<file path="config.mk">
export PLATFORM = sky130hd
export DESIGN_NAME = cpuCore
export DESIGN_NICKNAME = d
export VERILOG_FILES = /design/src/hdl/cpuTypesPkg.sv /design/src/hdl/controlUnit.sv /design/src/hdl/alu.sv /design/src/hdl/registerFile.sv /design/src/hdl/requestUnit.sv /design/src/hdl/datapath.sv /design/src/hdl/memoryControl.sv /design/src/hdl/cpuCore.sv
export VERILOG_INCLUDE_DIRS = /design/src /design/src/hdl
export SDC_FILE = /design/constraint.sdc
export NUM_CORES = 2
export LEC_CHECK = 0
export ABC_AREA = 0
export BUFFER_PORTS_ARGS = -buffer_cell sky130_fd_sc_hd__clkbuf_2
export CAP_MARGIN = 10
export CORE_UTILIZATION = 65
export DETAILED_ROUTE_END_ITERATION = 8
export PLACE_DENSITY_LB_ADDON = 0.05
export SLEW_MARGIN = 20
export SYNTH_ARGS = -nofsm -noshare
export SYNTH_HDL_FRONTEND = slang
export SYNTH_SLANG_ARGS = --single-unit
</file>
<file path="constraint.sdc">
create_clock -name CLK -period 13.5 [get_ports CLK]
set_input_delay 0 -clock CLK [delete_from_list [all_inputs] [get_ports CLK]]
set_output_delay 0 -clock CLK [all_outputs]
set_load 0.05 [all_outputs]
</file>
<file path="src/hdl/cpuCore_defs.svh">
/*
  Core-wide widths, reset PC and the MIPS opcode and funct encodings.
  Include wherever a width or an instruction encoding is needed.
*/
`ifndef CPUCORE_DEFS_SVH
`define CPUCORE_DEFS_SVH

`define WORD_W     32
`define REG_ADDR_W 5
`define REG_COUNT  32
// Reset PC as a word address
`define PC_INIT    0

// Opcodes
`define OP_RTYPE 6'h00
`define OP_J     6'h02
`define OP_JAL   6'h03
`define OP_BEQ   6'h04
`define OP_BNE   6'h05
`define OP_ADDIU 6'h09
`define OP_SLTI  6'h0A
`define OP_ANDI  6'h0C
`define OP_ORI   6'h0D
`define OP_XORI  6'h0E
`define OP_LUI   6'h0F
`define OP_LW    6'h23
`define OP_SW    6'h2B
`define OP_HALT  6'h3F

// R-type funct field
`define FN_SLL  6'h00
`define FN_SRL  6'h02
`define FN_JR   6'h08
`define FN_ADDU 6'h21
`define FN_SUBU 6'h23
`define FN_AND  6'h24
`define FN_OR   6'h25
`define FN_XOR  6'h26
`define FN_NOR  6'h27
`define FN_SLT  6'h2A
`define FN_SLTU 6'h2B

`endif

</file>
<file path="src/hdl/cpuTypesPkg.sv">
/*
  Types shared across the core: vector typedefs, the ALU and memory
  controller enums, and the control and memory request/response structs.
*/
`include "cpuCore_defs.svh"

package cpuTypesPkg;

  typedef logic [`WORD_W-1:0]     word_t;
  typedef logic [`REG_ADDR_W-1:0] regbits_t;
  typedef logic [5:0]             opcode_t;
  typedef logic [5:0]             funct_t;

  typedef enum logic [3:0] {
    aluSll,
    aluSrl,
    aluAdd,
    aluSub,
    aluAnd,
    aluOr,
    aluXor,
    aluNor,
    aluSlt,
    aluSltu
  } aluOp_t;

  // Access the memory controller is currently serving
  typedef enum logic [1:0] {
    memIdle,
    memInstr,
    memData
  } memState_t;

  typedef struct packed {
    logic       regWr;
    logic       regDst;
    logic       aluSrc;
    logic       extOp;
    // 0 alu, 1 pc+4, 2 load, 3 upper imm
    logic [1:0] memToReg;
    // 0 sequential or branch, 1 jump, 2 register
    logic [1:0] jumpSel;
    logic       beq;
    logic       bne;
    logic       jal;
    logic       dREN;
    logic       dWEN;
    logic       halt;
    aluOp_t     aluOp;
  } ctrl_t;

  typedef struct packed {
    logic  iREN;
    logic  dREN;
    logic  dWEN;
    word_t iAddr;
    word_t dAddr;
    word_t dStore;
  } memReq_t;

  typedef struct packed {
    logic  ihit;
    logic  dhit;
    word_t iLoad;
    word_t dLoad;
  } memRsp_t;

endpackage

</file>
<file path="src/hdl/controlUnit.sv">
/*
  Instruction decoder. Turns opcode and funct into the control struct
  read by the datapath; unknown codes decode to a harmless no-op.
*/
`include "cpuCore_defs.svh"

module controlUnit
  import cpuTypesPkg::*;
(
  input  opcode_t opcode,
  input  funct_t  funct,
  output ctrl_t   ctrl
);

  always_comb begin
    ctrl       = '0;
    ctrl.aluOp = aluAdd;
    case (opcode)
      `OP_RTYPE: begin
        ctrl.regWr  = 1'b1;
        ctrl.regDst = 1'b1;
        case (funct)
          `FN_SLL:  ctrl.aluOp = aluSll;
          `FN_SRL:  ctrl.aluOp = aluSrl;
          `FN_ADDU: ctrl.aluOp = aluAdd;
          `FN_SUBU: ctrl.aluOp = aluSub;
          `FN_AND:  ctrl.aluOp = aluAnd;
          `FN_OR:   ctrl.aluOp = aluOr;
          `FN_XOR:  ctrl.aluOp = aluXor;
          `FN_NOR:  ctrl.aluOp = aluNor;
          `FN_SLT:  ctrl.aluOp = aluSlt;
          `FN_SLTU: ctrl.aluOp = aluSltu;
          `FN_JR: begin
            ctrl.regWr   = 1'b0;
            ctrl.jumpSel = 2'd2;
          end
          default:  ctrl.regWr = 1'b0;
        endcase
      end
      `OP_ADDIU, `OP_SLTI: begin
        ctrl.regWr  = 1'b1;
        ctrl.aluSrc = 1'b1;
        ctrl.extOp  = 1'b1;
        ctrl.aluOp  = (opcode == `OP_SLTI) ? aluSlt : aluAdd;
      end
      `OP_ANDI: begin
        ctrl.regWr  = 1'b1;
        ctrl.aluSrc = 1'b1;
        ctrl.aluOp  = aluAnd;
      end
      `OP_ORI: begin
        ctrl.regWr  = 1'b1;
        ctrl.aluSrc = 1'b1;
        ctrl.aluOp  = aluOr;
      end
      `OP_XORI: begin
        ctrl.regWr  = 1'b1;
        ctrl.aluSrc = 1'b1;
        ctrl.aluOp  = aluXor;
      end
      `OP_LUI: begin
        ctrl.regWr    = 1'b1;
        ctrl.memToReg = 2'd3;
      end
      `OP_LW: begin
        ctrl.regWr    = 1'b1;
        ctrl.aluSrc   = 1'b1;
        ctrl.extOp    = 1'b1;
        ctrl.memToReg = 2'd2;
        ctrl.dREN     = 1'b1;
      end
      `OP_SW: begin
        ctrl.aluSrc = 1'b1;
        ctrl.extOp  = 1'b1;
        ctrl.dWEN   = 1'b1;
      end
      // Compare by subtraction, offset is sign extended
      `OP_BEQ, `OP_BNE: begin
        ctrl.extOp = 1'b1;
        ctrl.aluOp = aluSub;
        ctrl.beq   = (opcode == `OP_BEQ);
        ctrl.bne   = (opcode == `OP_BNE);
      end
      `OP_J: ctrl.jumpSel = 2'd1;
      `OP_JAL: begin
        ctrl.jumpSel  = 2'd1;
        ctrl.jal      = 1'b1;
        ctrl.regWr    = 1'b1;
        ctrl.memToReg = 2'd1;
      end
      `OP_HALT: ctrl.halt = 1'b1;
      default: ;
    endcase
  end

endmodule

</file>
<file path="src/hdl/alu.sv">
/*
  Combinational ALU. Shifts take the amount from the low bits of portA
  and shift portB; zero flags an all-zero result for branch compares.
*/
module alu
  import cpuTypesPkg::*;
(
  input  aluOp_t aluOp,
  input  word_t  portA,
  input  word_t  portB,
  output word_t  result,
  output logic   zero
);

  always_comb begin
    case (aluOp)
      aluSll:  result = portB << portA[4:0];
      aluSrl:  result = portB >> portA[4:0];
      aluAdd:  result = portA + portB;
      aluSub:  result = portA - portB;
      aluAnd:  result = portA & portB;
      aluOr:   result = portA | portB;
      aluXor:  result = portA ^ portB;
      aluNor:  result = ~(portA | portB);
      aluSlt:  result = word_t'($signed(portA) < $signed(portB));
      aluSltu: result = word_t'(portA < portB);
      default: result = '0;
    endcase
  end

  assign zero = (result == '0);

endmodule

</file>
<file path="src/hdl/registerFile.sv">
/*
  General purpose registers. Two combinational read ports and one
  write port that updates at the clock edge; register 0 stays zero.
*/
`include "cpuCore_defs.svh"

module registerFile
  import cpuTypesPkg::*;
(
  input  logic     CLK,
  input  logic     nRST,
  input  logic     wen,
  input  regbits_t wsel,
  input  regbits_t rsel1,
  input  regbits_t rsel2,
  input  word_t    wdat,
  output word_t    rdat1,
  output word_t    rdat2
);

  word_t regs [`REG_COUNT];

  always_ff @(posedge CLK, negedge nRST) begin
    if (!nRST) begin
      for (int i = 0; i < `REG_COUNT; i++) begin
        regs[i] <= '0;
      end
    end else if (wen && (wsel != '0)) begin
      regs[wsel] <= wdat;
    end
  end

  assign rdat1 = regs[rsel1];
  assign rdat2 = regs[rsel2];

endmodule

</file>
<file path="src/hdl/requestUnit.sv">
/*
  Data request gate. Passes the decoded load/store request through
  until its dhit, then blocks it until the instruction retires on ihit.
*/
module requestUnit (
  input  logic CLK,
  input  logic nRST,
  input  logic ihit,
  input  logic dhit,
  input  logic dREN,
  input  logic dWEN,
  output logic dmemREN,
  output logic dmemWEN
);

  // Set once the current instruction's data access is done
  logic served;

  always_ff @(posedge CLK, negedge nRST) begin
    if (!nRST) begin
      served <= 1'b0;
    end else if (dhit) begin
      served <= 1'b1;
    end else if (ihit) begin
      served <= 1'b0;
    end
  end

  assign dmemREN = dREN & ~served;
  assign dmemWEN = dWEN & ~served;

endmodule

</file>
<file path="src/hdl/datapath.sv">
/*
  Single-cycle datapath. Splits the instruction, builds immediates and
  branch/jump targets, keeps the PC and halt state, and issues memory
  requests; PC and register writes advance only on ihit.
*/
`include "cpuCore_defs.svh"

module datapath
  import cpuTypesPkg::*;
(
  input  logic    CLK,
  input  logic    nRST,
  input  memRsp_t rsp,
  output memReq_t req,
  output logic    halt
);

  ctrl_t      ctrl;
  word_t      instr;
  opcode_t    opcode;
  funct_t     funct;
  regbits_t   rs, rt, rd;
  logic [4:0] shamt;
  logic [15:0] imm;

  word_t    pc, pcPlus4, nextPc;
  word_t    extImm, branchTarget, jumpTarget;
  word_t    aluA, aluB, aluResult;
  logic     aluZero, shiftOp, takeBranch;
  word_t    rdat1, rdat2, wdat;
  regbits_t wsel;
  logic     regWen;
  logic     dmemREN, dmemWEN;

  // Instruction fields
  assign instr  = rsp.iLoad;
  assign opcode = instr[31:26];
  assign rs     = instr[25:21];
  assign rt     = instr[20:16];
  assign rd     = instr[15:11];
  assign shamt  = instr[10:6];
  assign funct  = instr[5:0];
  assign imm    = instr[15:0];

  controlUnit i_controlUnit (.opcode, .funct, .ctrl);

  assign extImm = ctrl.extOp ? {{16{imm[15]}}, imm} : {16'h0000, imm};

  // Shift amount comes from the instruction, not rs
  assign shiftOp = (ctrl.aluOp == aluSll) || (ctrl.aluOp == aluSrl);
  assign aluA    = shiftOp ? word_t'(shamt) : rdat1;
  assign aluB    = ctrl.aluSrc ? extImm : rdat2;

  alu i_alu (
    .aluOp  (ctrl.aluOp),
    .portA  (aluA),
    .portB  (aluB),
    .result (aluResult),
    .zero   (aluZero)
  );

  // Next PC
  assign pcPlus4      = pc + word_t'(4);
  assign branchTarget = pcPlus4 + {extImm[29:0], 2'b00};
  assign jumpTarget   = {pcPlus4[31:28], instr[25:0], 2'b00};
  assign takeBranch   = (ctrl.beq & aluZero) | (ctrl.bne & ~aluZero);

  always_comb begin
    case (ctrl.jumpSel)
      2'd1:    nextPc = jumpTarget;
      2'd2:    nextPc = rdat1;
      default: nextPc = takeBranch ? branchTarget : pcPlus4;
    endcase
  end

  // Write-back
  always_comb begin
    if (ctrl.jal) begin
      wsel = regbits_t'(31);
    end else if (ctrl.regDst) begin
      wsel = rd;
    end else begin
      wsel = rt;
    end
    case (ctrl.memToReg)
      2'd0: wdat = aluResult;
      2'd1: wdat = pcPlus4;
      2'd2: wdat = rsp.dLoad;
      default: wdat = {imm, 16'h0000};
    endcase
  end

  assign regWen = ctrl.regWr & rsp.ihit;

  registerFile i_registerFile (
    .CLK, .nRST,
    .wen   (regWen),
    .wsel,
    .rsel1 (rs),
    .rsel2 (rt),
    .wdat,
    .rdat1,
    .rdat2
  );

  requestUnit i_requestUnit (
    .CLK, .nRST,
    .ihit (rsp.ihit),
    .dhit (rsp.dhit),
    .dREN (ctrl.dREN),
    .dWEN (ctrl.dWEN),
    .dmemREN,
    .dmemWEN
  );

  always_ff @(posedge CLK, negedge nRST) begin
    if (!nRST) begin
      pc <= word_t'(`PC_INIT) << 2;
    end else if (rsp.ihit) begin
      pc <= nextPc;
    end
  end

  // Sticky once HALT retires
  always_ff @(posedge CLK, negedge nRST) begin
    if (!nRST) begin
      halt <= 1'b0;
    end else if (rsp.ihit && ctrl.halt) begin
      halt <= 1'b1;
    end
  end

  always_comb begin
    req.iREN   = ~halt;
    req.dREN   = dmemREN;
    req.dWEN   = dmemWEN;
    req.iAddr  = pc;
    req.dAddr  = aluResult;
    req.dStore = rdat2;
  end

endmodule

</file>
<file path="src/hdl/memoryControl.sv">
/*
  Single-port RAM arbiter. A fetched word gets one cycle to raise a data
  request, which then wins over the next fetch; a load or store is
  fetched again after its dhit. ramAddr is a word address.
*/
`include "cpuCore_defs.svh"

module memoryControl
  import cpuTypesPkg::*;
(
  input  logic    CLK,
  input  logic    nRST,
  input  memReq_t req,
  output memRsp_t rsp,
  output logic    ramREN,
  output logic    ramWEN,
  output word_t   ramAddr,
  output word_t   ramStore,
  input  word_t   ramLoad,
  input  logic    ramReady
);

  memState_t state, access;
  logic      fetched, dhitReg, dataPending;
  word_t     iLoadReg, dLoadReg;

  assign dataPending = req.dREN | req.dWEN;

  // Idle starts a new access in the same cycle, otherwise the current one holds
  always_comb begin
    access = state;
    if (state == memIdle) begin
      if (fetched && dataPending) begin
        access = memData;
      end else if (!fetched && !dhitReg && req.iREN) begin
        access = memInstr;
      end
    end
  end

  assign ramREN   = (access == memInstr) | ((access == memData) & req.dREN);
  assign ramWEN   = (access == memData) & req.dWEN;
  assign ramAddr  = (access == memData) ? word_t'(req.dAddr[`WORD_W-1:2])
                                        : word_t'(req.iAddr[`WORD_W-1:2]);
  assign ramStore = req.dStore;

  always_ff @(posedge CLK, negedge nRST) begin
    if (!nRST) begin
      state    <= memIdle;
      fetched  <= 1'b0;
      dhitReg  <= 1'b0;
      iLoadReg <= '0;
    end else begin
      fetched <= 1'b0;
      dhitReg <= 1'b0;
      if ((access != memIdle) && ramReady) begin
        state   <= memIdle;
        fetched <= (access == memInstr);
        dhitReg <= (access == memData);
        if (access == memInstr) begin
          iLoadReg <= ramLoad;
        end
      end else begin
        state <= access;
      end
      // A retired instruction leaves a NOP until the next fetch lands
      if (rsp.ihit) begin
        iLoadReg <= '0;
      end
    end
  end

  always_ff @(posedge CLK) begin
    if ((access == memData) && ramReady && req.dREN) begin
      dLoadReg <= ramLoad;
    end
  end

  always_comb begin
    rsp.ihit  = fetched & ~dataPending;
    rsp.dhit  = dhitReg;
    rsp.iLoad = iLoadReg;
    rsp.dLoad = dLoadReg;
  end

endmodule

</file>
<file path="src/hdl/cpuCore.sv">
/*
  Processor top level. Joins the datapath to the memory controller and
  exposes the single RAM port and the halt flag.
*/
module cpuCore
  import cpuTypesPkg::*;
(
  input  logic  CLK,
  input  logic  nRST,
  output logic  halt,
  output logic  ramREN,
  output logic  ramWEN,
  output word_t ramAddr,
  output word_t ramStore,
  input  word_t ramLoad,
  input  logic  ramReady
);

  memReq_t req;
  memRsp_t rsp;

  datapath i_datapath (.CLK, .nRST, .rsp, .req, .halt);

  memoryControl i_memoryControl (
    .CLK, .nRST,
    .req, .rsp,
    .ramREN, .ramWEN,
    .ramAddr, .ramStore,
    .ramLoad, .ramReady
  );

endmodule

</file>
Yosys cells after proc, flatten, opt, wreduce, memory -nomap -nowiden
Cells that the tools add are included.

Memories kept: 0. Bits in read-only memories: 0. Register bits after elaboration: 1126. Latch bits: 0. Input bits: 35. Output and inout port bits: 67. Memory bits (writable): 0.

Add/sub/neg operators: 4. Equality and inequality tests: 38. Shift-type cells: 2. Divide/modulo/power cells: 0. Multiply operators: 0. Reductions and logical operators: 31. Mux-type cells: 46. Bitwise logic cells: 22. Magnitude comparators: 6.

Operators with widths (number): 1024-bit bitwise mux (1); 32-bit two-way mux (12); 32-bit binary-select mux with 5-bit select (2); 32-bit case mux with 10 select lines (1); 32-bit demux with 5-bit select (1); 32-bit case mux with 3 select lines (1); 6-bit == test (second input constant) (11); 32-bit adder (2); 32-bit less-than comparator (2); 32-bit case mux with 2 select lines (1); 6-bit by 4-bit == test with 1-bit output (second input constant) (7); 4-bit case mux with 9 select lines (1); 32-bit by 3-bit adder with 32-bit output (second input constant) (1); 32-bit bitwise AND (1); 32-bit zero test (1); 32-bit NOT (1); 32-bit bitwise OR (1); 32-bit by 5-bit left shift with 32-bit output (1); 32-bit by 5-bit >> shifter with 32-bit output (1); 32-bit subtractor (1); 32-bit bitwise XOR (1); 30-bit two-way mux (1); 4-bit case mux with 6 select lines (1); 6-bit by 2-bit == test with 1-bit output (second input constant) (3); 34 further kinds (93).

Depth between registers and ports, before layout
Depth after elaboration: 15. Depth in mapped cells: 36. Depth with buffers taken out: 26.

By module
From an unflattened synthesis, not the netlist that was laid out.

Cell total of the unflattened synthesis: 7150. Area, all modules: 75406.1 sq um.

By module, submodules not included: registerFile (cells an instance 4601, area an instance 55942.4 sq um, instances 1); alu (cells an instance 1501, area an instance 10149.7 sq um, instances 1); datapath (cells an instance 709, area an instance 5506.5 sq um, instances 1); memoryControl (cells an instance 262, area an instance 3288.2 sq um, instances 1); controlUnit (cells an instance 72, area an instance 470.5 sq um, instances 1); requestUnit (cells an instance 5, area an instance 48.8 sq um, instances 1).

Worst setup path before layout
OpenSTA, ideal clock, no wires.

Path type: register to register. Start point: register i_memoryControl.iLoadReg[21]. End point: register i_datapath.pc[10]. Arrival: 7.882 ns. Cell stages (with the launch flop): 35. Slack: 5.484 ns. Path buffers: 11. Library setup time: 0.134 ns. Cells stage by stage: dfrtp_1 > buf_6 > buf_12 > buf_12 > buf_12 > buf_8 > buf_4 > buf_2 > buf_1 > buf_1 > mux4_2 > mux4_2 > mux2_2 > and2_1 > ha_1 > a21o_1 > a21oi_1 > or2_2 > o311a_1 > a21oi_1 > a2111oi_0 > nor3_1 > nor3_1 > o31ai_1 > or4_1 > o311a_1 > nor3_2 > nand3b_1 > a211o_1 > nor2_4 > mux2_4 > buf_12 > buf_8 > mux2i_1 > o21ai_1.

Cells in the longest elaborated chain, start to end: 14.

RTL lines: start, declared (line memoryControl.sv:25) `word_t iLoadReg, dLoadReg;`; start signal, assigned (line memoryControl.sv:61) `iLoadReg <= ramLoad;`; 5-bit NOT with 6-bit output (implied by the code) (*) (line registerFile.sv:33) `assign rdat1 = regs[rsel1];`; 32-bit binary-select mux with 5-bit select (*) (line registerFile.sv:33); 32-bit two-way mux (implied by the code) (*) (2 in a row) (line registerFile.sv:33); parallel branches: the longest is 9 deep, another holds 32-bit subtractor; 32-bit case mux with 2 select lines (*) (line datapath.sv:69) `case (ctrl.jumpSel)`; end signal, assigned (line datapath.sv:118) `` pc <= word_t'(`PC_INIT) << 2; ``; end signal, assigned (line datapath.sv:120) `pc <= nextPc;`; end, declared (line datapath.sv:26) `word_t pc, pcPlus4, nextPc;`.

Mark *: on every way between the ends. The select of a mux whose other input is x is not followed. A chain may end at the register's enable or synchronous reset.

Final worst setup path
Start point: register i_memoryControl.iLoadReg[22]. End point: register i_datapath.pc[12].

Same word-level chain as after synthesis.

==> results_dict.tcl <==
set metrics [dict create \
    outcome "finished, violations left" \
    violations "design-rule violations" \
    period_share_pct 71.46 \
    crit_start "i_memoryControl.iLoadReg[22]" \
    ys_seq_area_share_pct 40.27 \
    rsz0062_at_grt "false" \
    die_area_um2 109600 \
    synth_area_um2 70360 \
    hold_violations 0 \
    die_h_um 331.0 \
    first_iter_violations 8637 \
    crit_end "i_datapath.pc[12]" \
    r2r-end "i_datapath.pc[12]" \
    antenna_left 0 \
    grt-ovfl-total 0 \
    dp_hpwl_um 165300 \
    grt_pass1_wl_um 385500 \
    avgSynthCellArea_um2 9.425 \
    drc 7 \
    h-tree-depth 3 \
    grt_pass1_vias 59311 \
    detail_route.first_pass.iterations 9 \
    post_drt_wl_per_cell_um 30.24 \
    power.density_nw_per_um2 161.5 \
    clock_skew_ns 0.05143 \
    tightest_slew_ns 1.403 \
    yosysTopAreaCellShare_pct 38.91 \
    slowest_delay_ns 1.09 \
    yosysUniqueCellTypes 112 \
    clk_pin_slew_ns 0.07 \
    cts_root_buffer "clkbuf_16" \
    vias_per_cell 7.068 \
    fp.coreArea_um2 107200 \
    whs_ns 0.01667 \
    synth.ff_latch_count 1126 \
    clock_latency_ns 0.75 \
    hold_buffers 44 \
    antenna_found_initial 9 \
    setup_slack_ns 3.853 \
    fin_total_pwr_uw 12300 \
    cts_resized 0 \
    synth_top_area_cell "dfrtp_1" \
    place_congestion 1.067 \
    crit_fanout 57 \
    synth-main-ff-cell "dfrtp_1" \
    synth.most_common_cell "nand2_1" \
    max_freq_mhz 103.7 \
    required_ns 14.13 \
    cp.arrival_ns 10.28 \
    synth.top_cells.by_area "dfrtp_1, mux2i_1, nand2_1" \
    synthArstFlopShare_pct 97.16 \
    netlist_instances 7465 \
    grt_usage_pct 47.81 \
    port_buffers 99 \
    r2r_start "i_memoryControl.iLoadReg[22]" \
    drive_gt1_share_pct 13.41 \
    worstSetupPathType "reg -> reg" \
    critPathCaptureType "flip-flop" \
    period_needed_ns 9.647 \
    hold_path.class "in -> reg" \
    postCtsSetupRepairBufs 0 \
    dieWidth_um 331.0 \
    num_vias 61669 \
    cts_buffer_depth 3 \
    cts_tree "built" \
    synth_edf_count 32 \
    ys.warnings.count 0 \
    fin_tns_setup_ns 0 \
    synth_common_cells "nand2_1, dfrtp_1, o21ai_0, mux2i_1, clkbuf_1" \
    numCtsBuffers 115 \
    leakagePower_uw 0.03297 \
    cap_violations 0 \
    slew_headroom_pct 5.624 \
    start_kind "flip-flop" \
    slowest_stage "nor4_2" \
    ir_drop_uv 175.7 \
    ff2ff_path_depth 27 \
    grt_max_degree 182 \
    layout.nets 7385 \
    pin_count 102 \
    clock_sinks 1126 \
    final-setup-viol-count 0 \
    rrSetupSlack_ns 3.85 \
    routed_wl_um 263800 \
    syn_to_final_growth_pct 8.221 \
    start_util_pct 65.63 \
    place_ws_ns 4.056 \
    rows 120 \
    finalMaxSlewViolations 0 \
]
-- routing by layer --
layer	global-route usage, %	share of wire [%]
met3	13.81	13
met5	0.4783	0.064
met2	68.87	43
met4	32.51	8.0
met1	62.72	36
-- worst max-delay path: cells and delay by family (launching register included) --
kind | cells | cell delay, ns
and+or+nand+nor | 11 | 3.33
buffers and inverters | 3 | 1.37
AOI/OAI and AO/OA | 10 | 2.87
muxes | 2 | 0.70
DFF | 1 | 0.90
adders and majority gates | 1 | 0.26
-- placed cells by master, fill, tap and decap left out, types with 16 or more instances in the layout --
master and count:
ha_1 128, o21ai_1 42, mux2i_1 817, nor2b_1 17, nor4_1 35, mux2_2 94, nand3_1 76, clkbuf_16 115
and2_1 23, clkbuf_8 32, dlygate4sd3_1 43, o211ai_1 28, a21o_1 31, buf_4 162, xnor2_1 63, a31oi_1 26
and3_1 22, o221ai_1 16, a222oi_1 26, a211oi_1 30, clkinv_2 22, a22oi_1 336, clkbuf_1 20, nand2b_1 17
mux4_2 247, nor3_1 57, nand2_1 1544, xor2_1 34, inv_1 112, edfxtp_1 32, dfrtp_1 1089, a221oi_1 25
nor2_1 252, clkbuf_2 98, o22ai_1 19, o21ai_0 846, nand4_1 29, a21oi_1 338
-- state kept, by name, summed over array words and instances, names as in the netlist, 2 cells and up --
signal	cells
i_memoryControl.dLoadReg	32
i_datapath.i_registerFile.regs	1024
i_memoryControl.iLoadReg	32
i_memoryControl.state	2
i_datapath.pc	32
-- final cells by class --
cell class              instances  area [um2]
diodes                          5       12.51
repair buffers                322        2517
clock inverters                48       656.9
fillers                      8129       31060
inverters                     117       456.7
multi-input cells            5537       39000
clock buffers                 167        3393
flip-flops and latches       1126       28350
well taps                    1403        1755
-- worst min path at each step --
stage                      from                             endpoint  cells past startpoint
floorplan                  nRST                      i_datapath.halt                      0
global placement           nRST  i_datapath.i_registerFile.regs[806]                      1
detailed placement         nRST  i_datapath.i_registerFile.regs[806]                      1
CTS                 ramLoad[28]         i_memoryControl.dLoadReg[28]                      2
global route        ramLoad[26]         i_memoryControl.dLoadReg[26]                      2
finish              ramLoad[28]         i_memoryControl.dLoadReg[28]                      2
-- stage by stage --
stage               std cells  cell area (um2)  utilization (%)
finish                   8725            76140            71.03
global route             8720            76130            71.02
CTS                      8715            76010            70.90
detailed placement       8456            71500            66.70
global placement         8456            71490            66.69
floorplan                7466            70360                -
-- kinds of logic after synthesis --
logic type | share of synthesized area, %
AO/OA/AOI/OAI | 16.61
XOR/XNOR | 1.207
adder cells (fa/ha/maj) | 2.362
buffers and inverters | 5.132
flip-flops | 40.27
multiplexers | 21.30
other | 0.005330
AND/OR/NAND/NOR | 13.11
-- where the power goes --
group          internal [uW]  total [uW]  switching (uW)
sequential              3680        3990             302
clock                   1960        3410            1450
combinational           1530        4910            3370
total                   7180       12300            5120
Note: power is estimated with default switching activity, not from simulation.
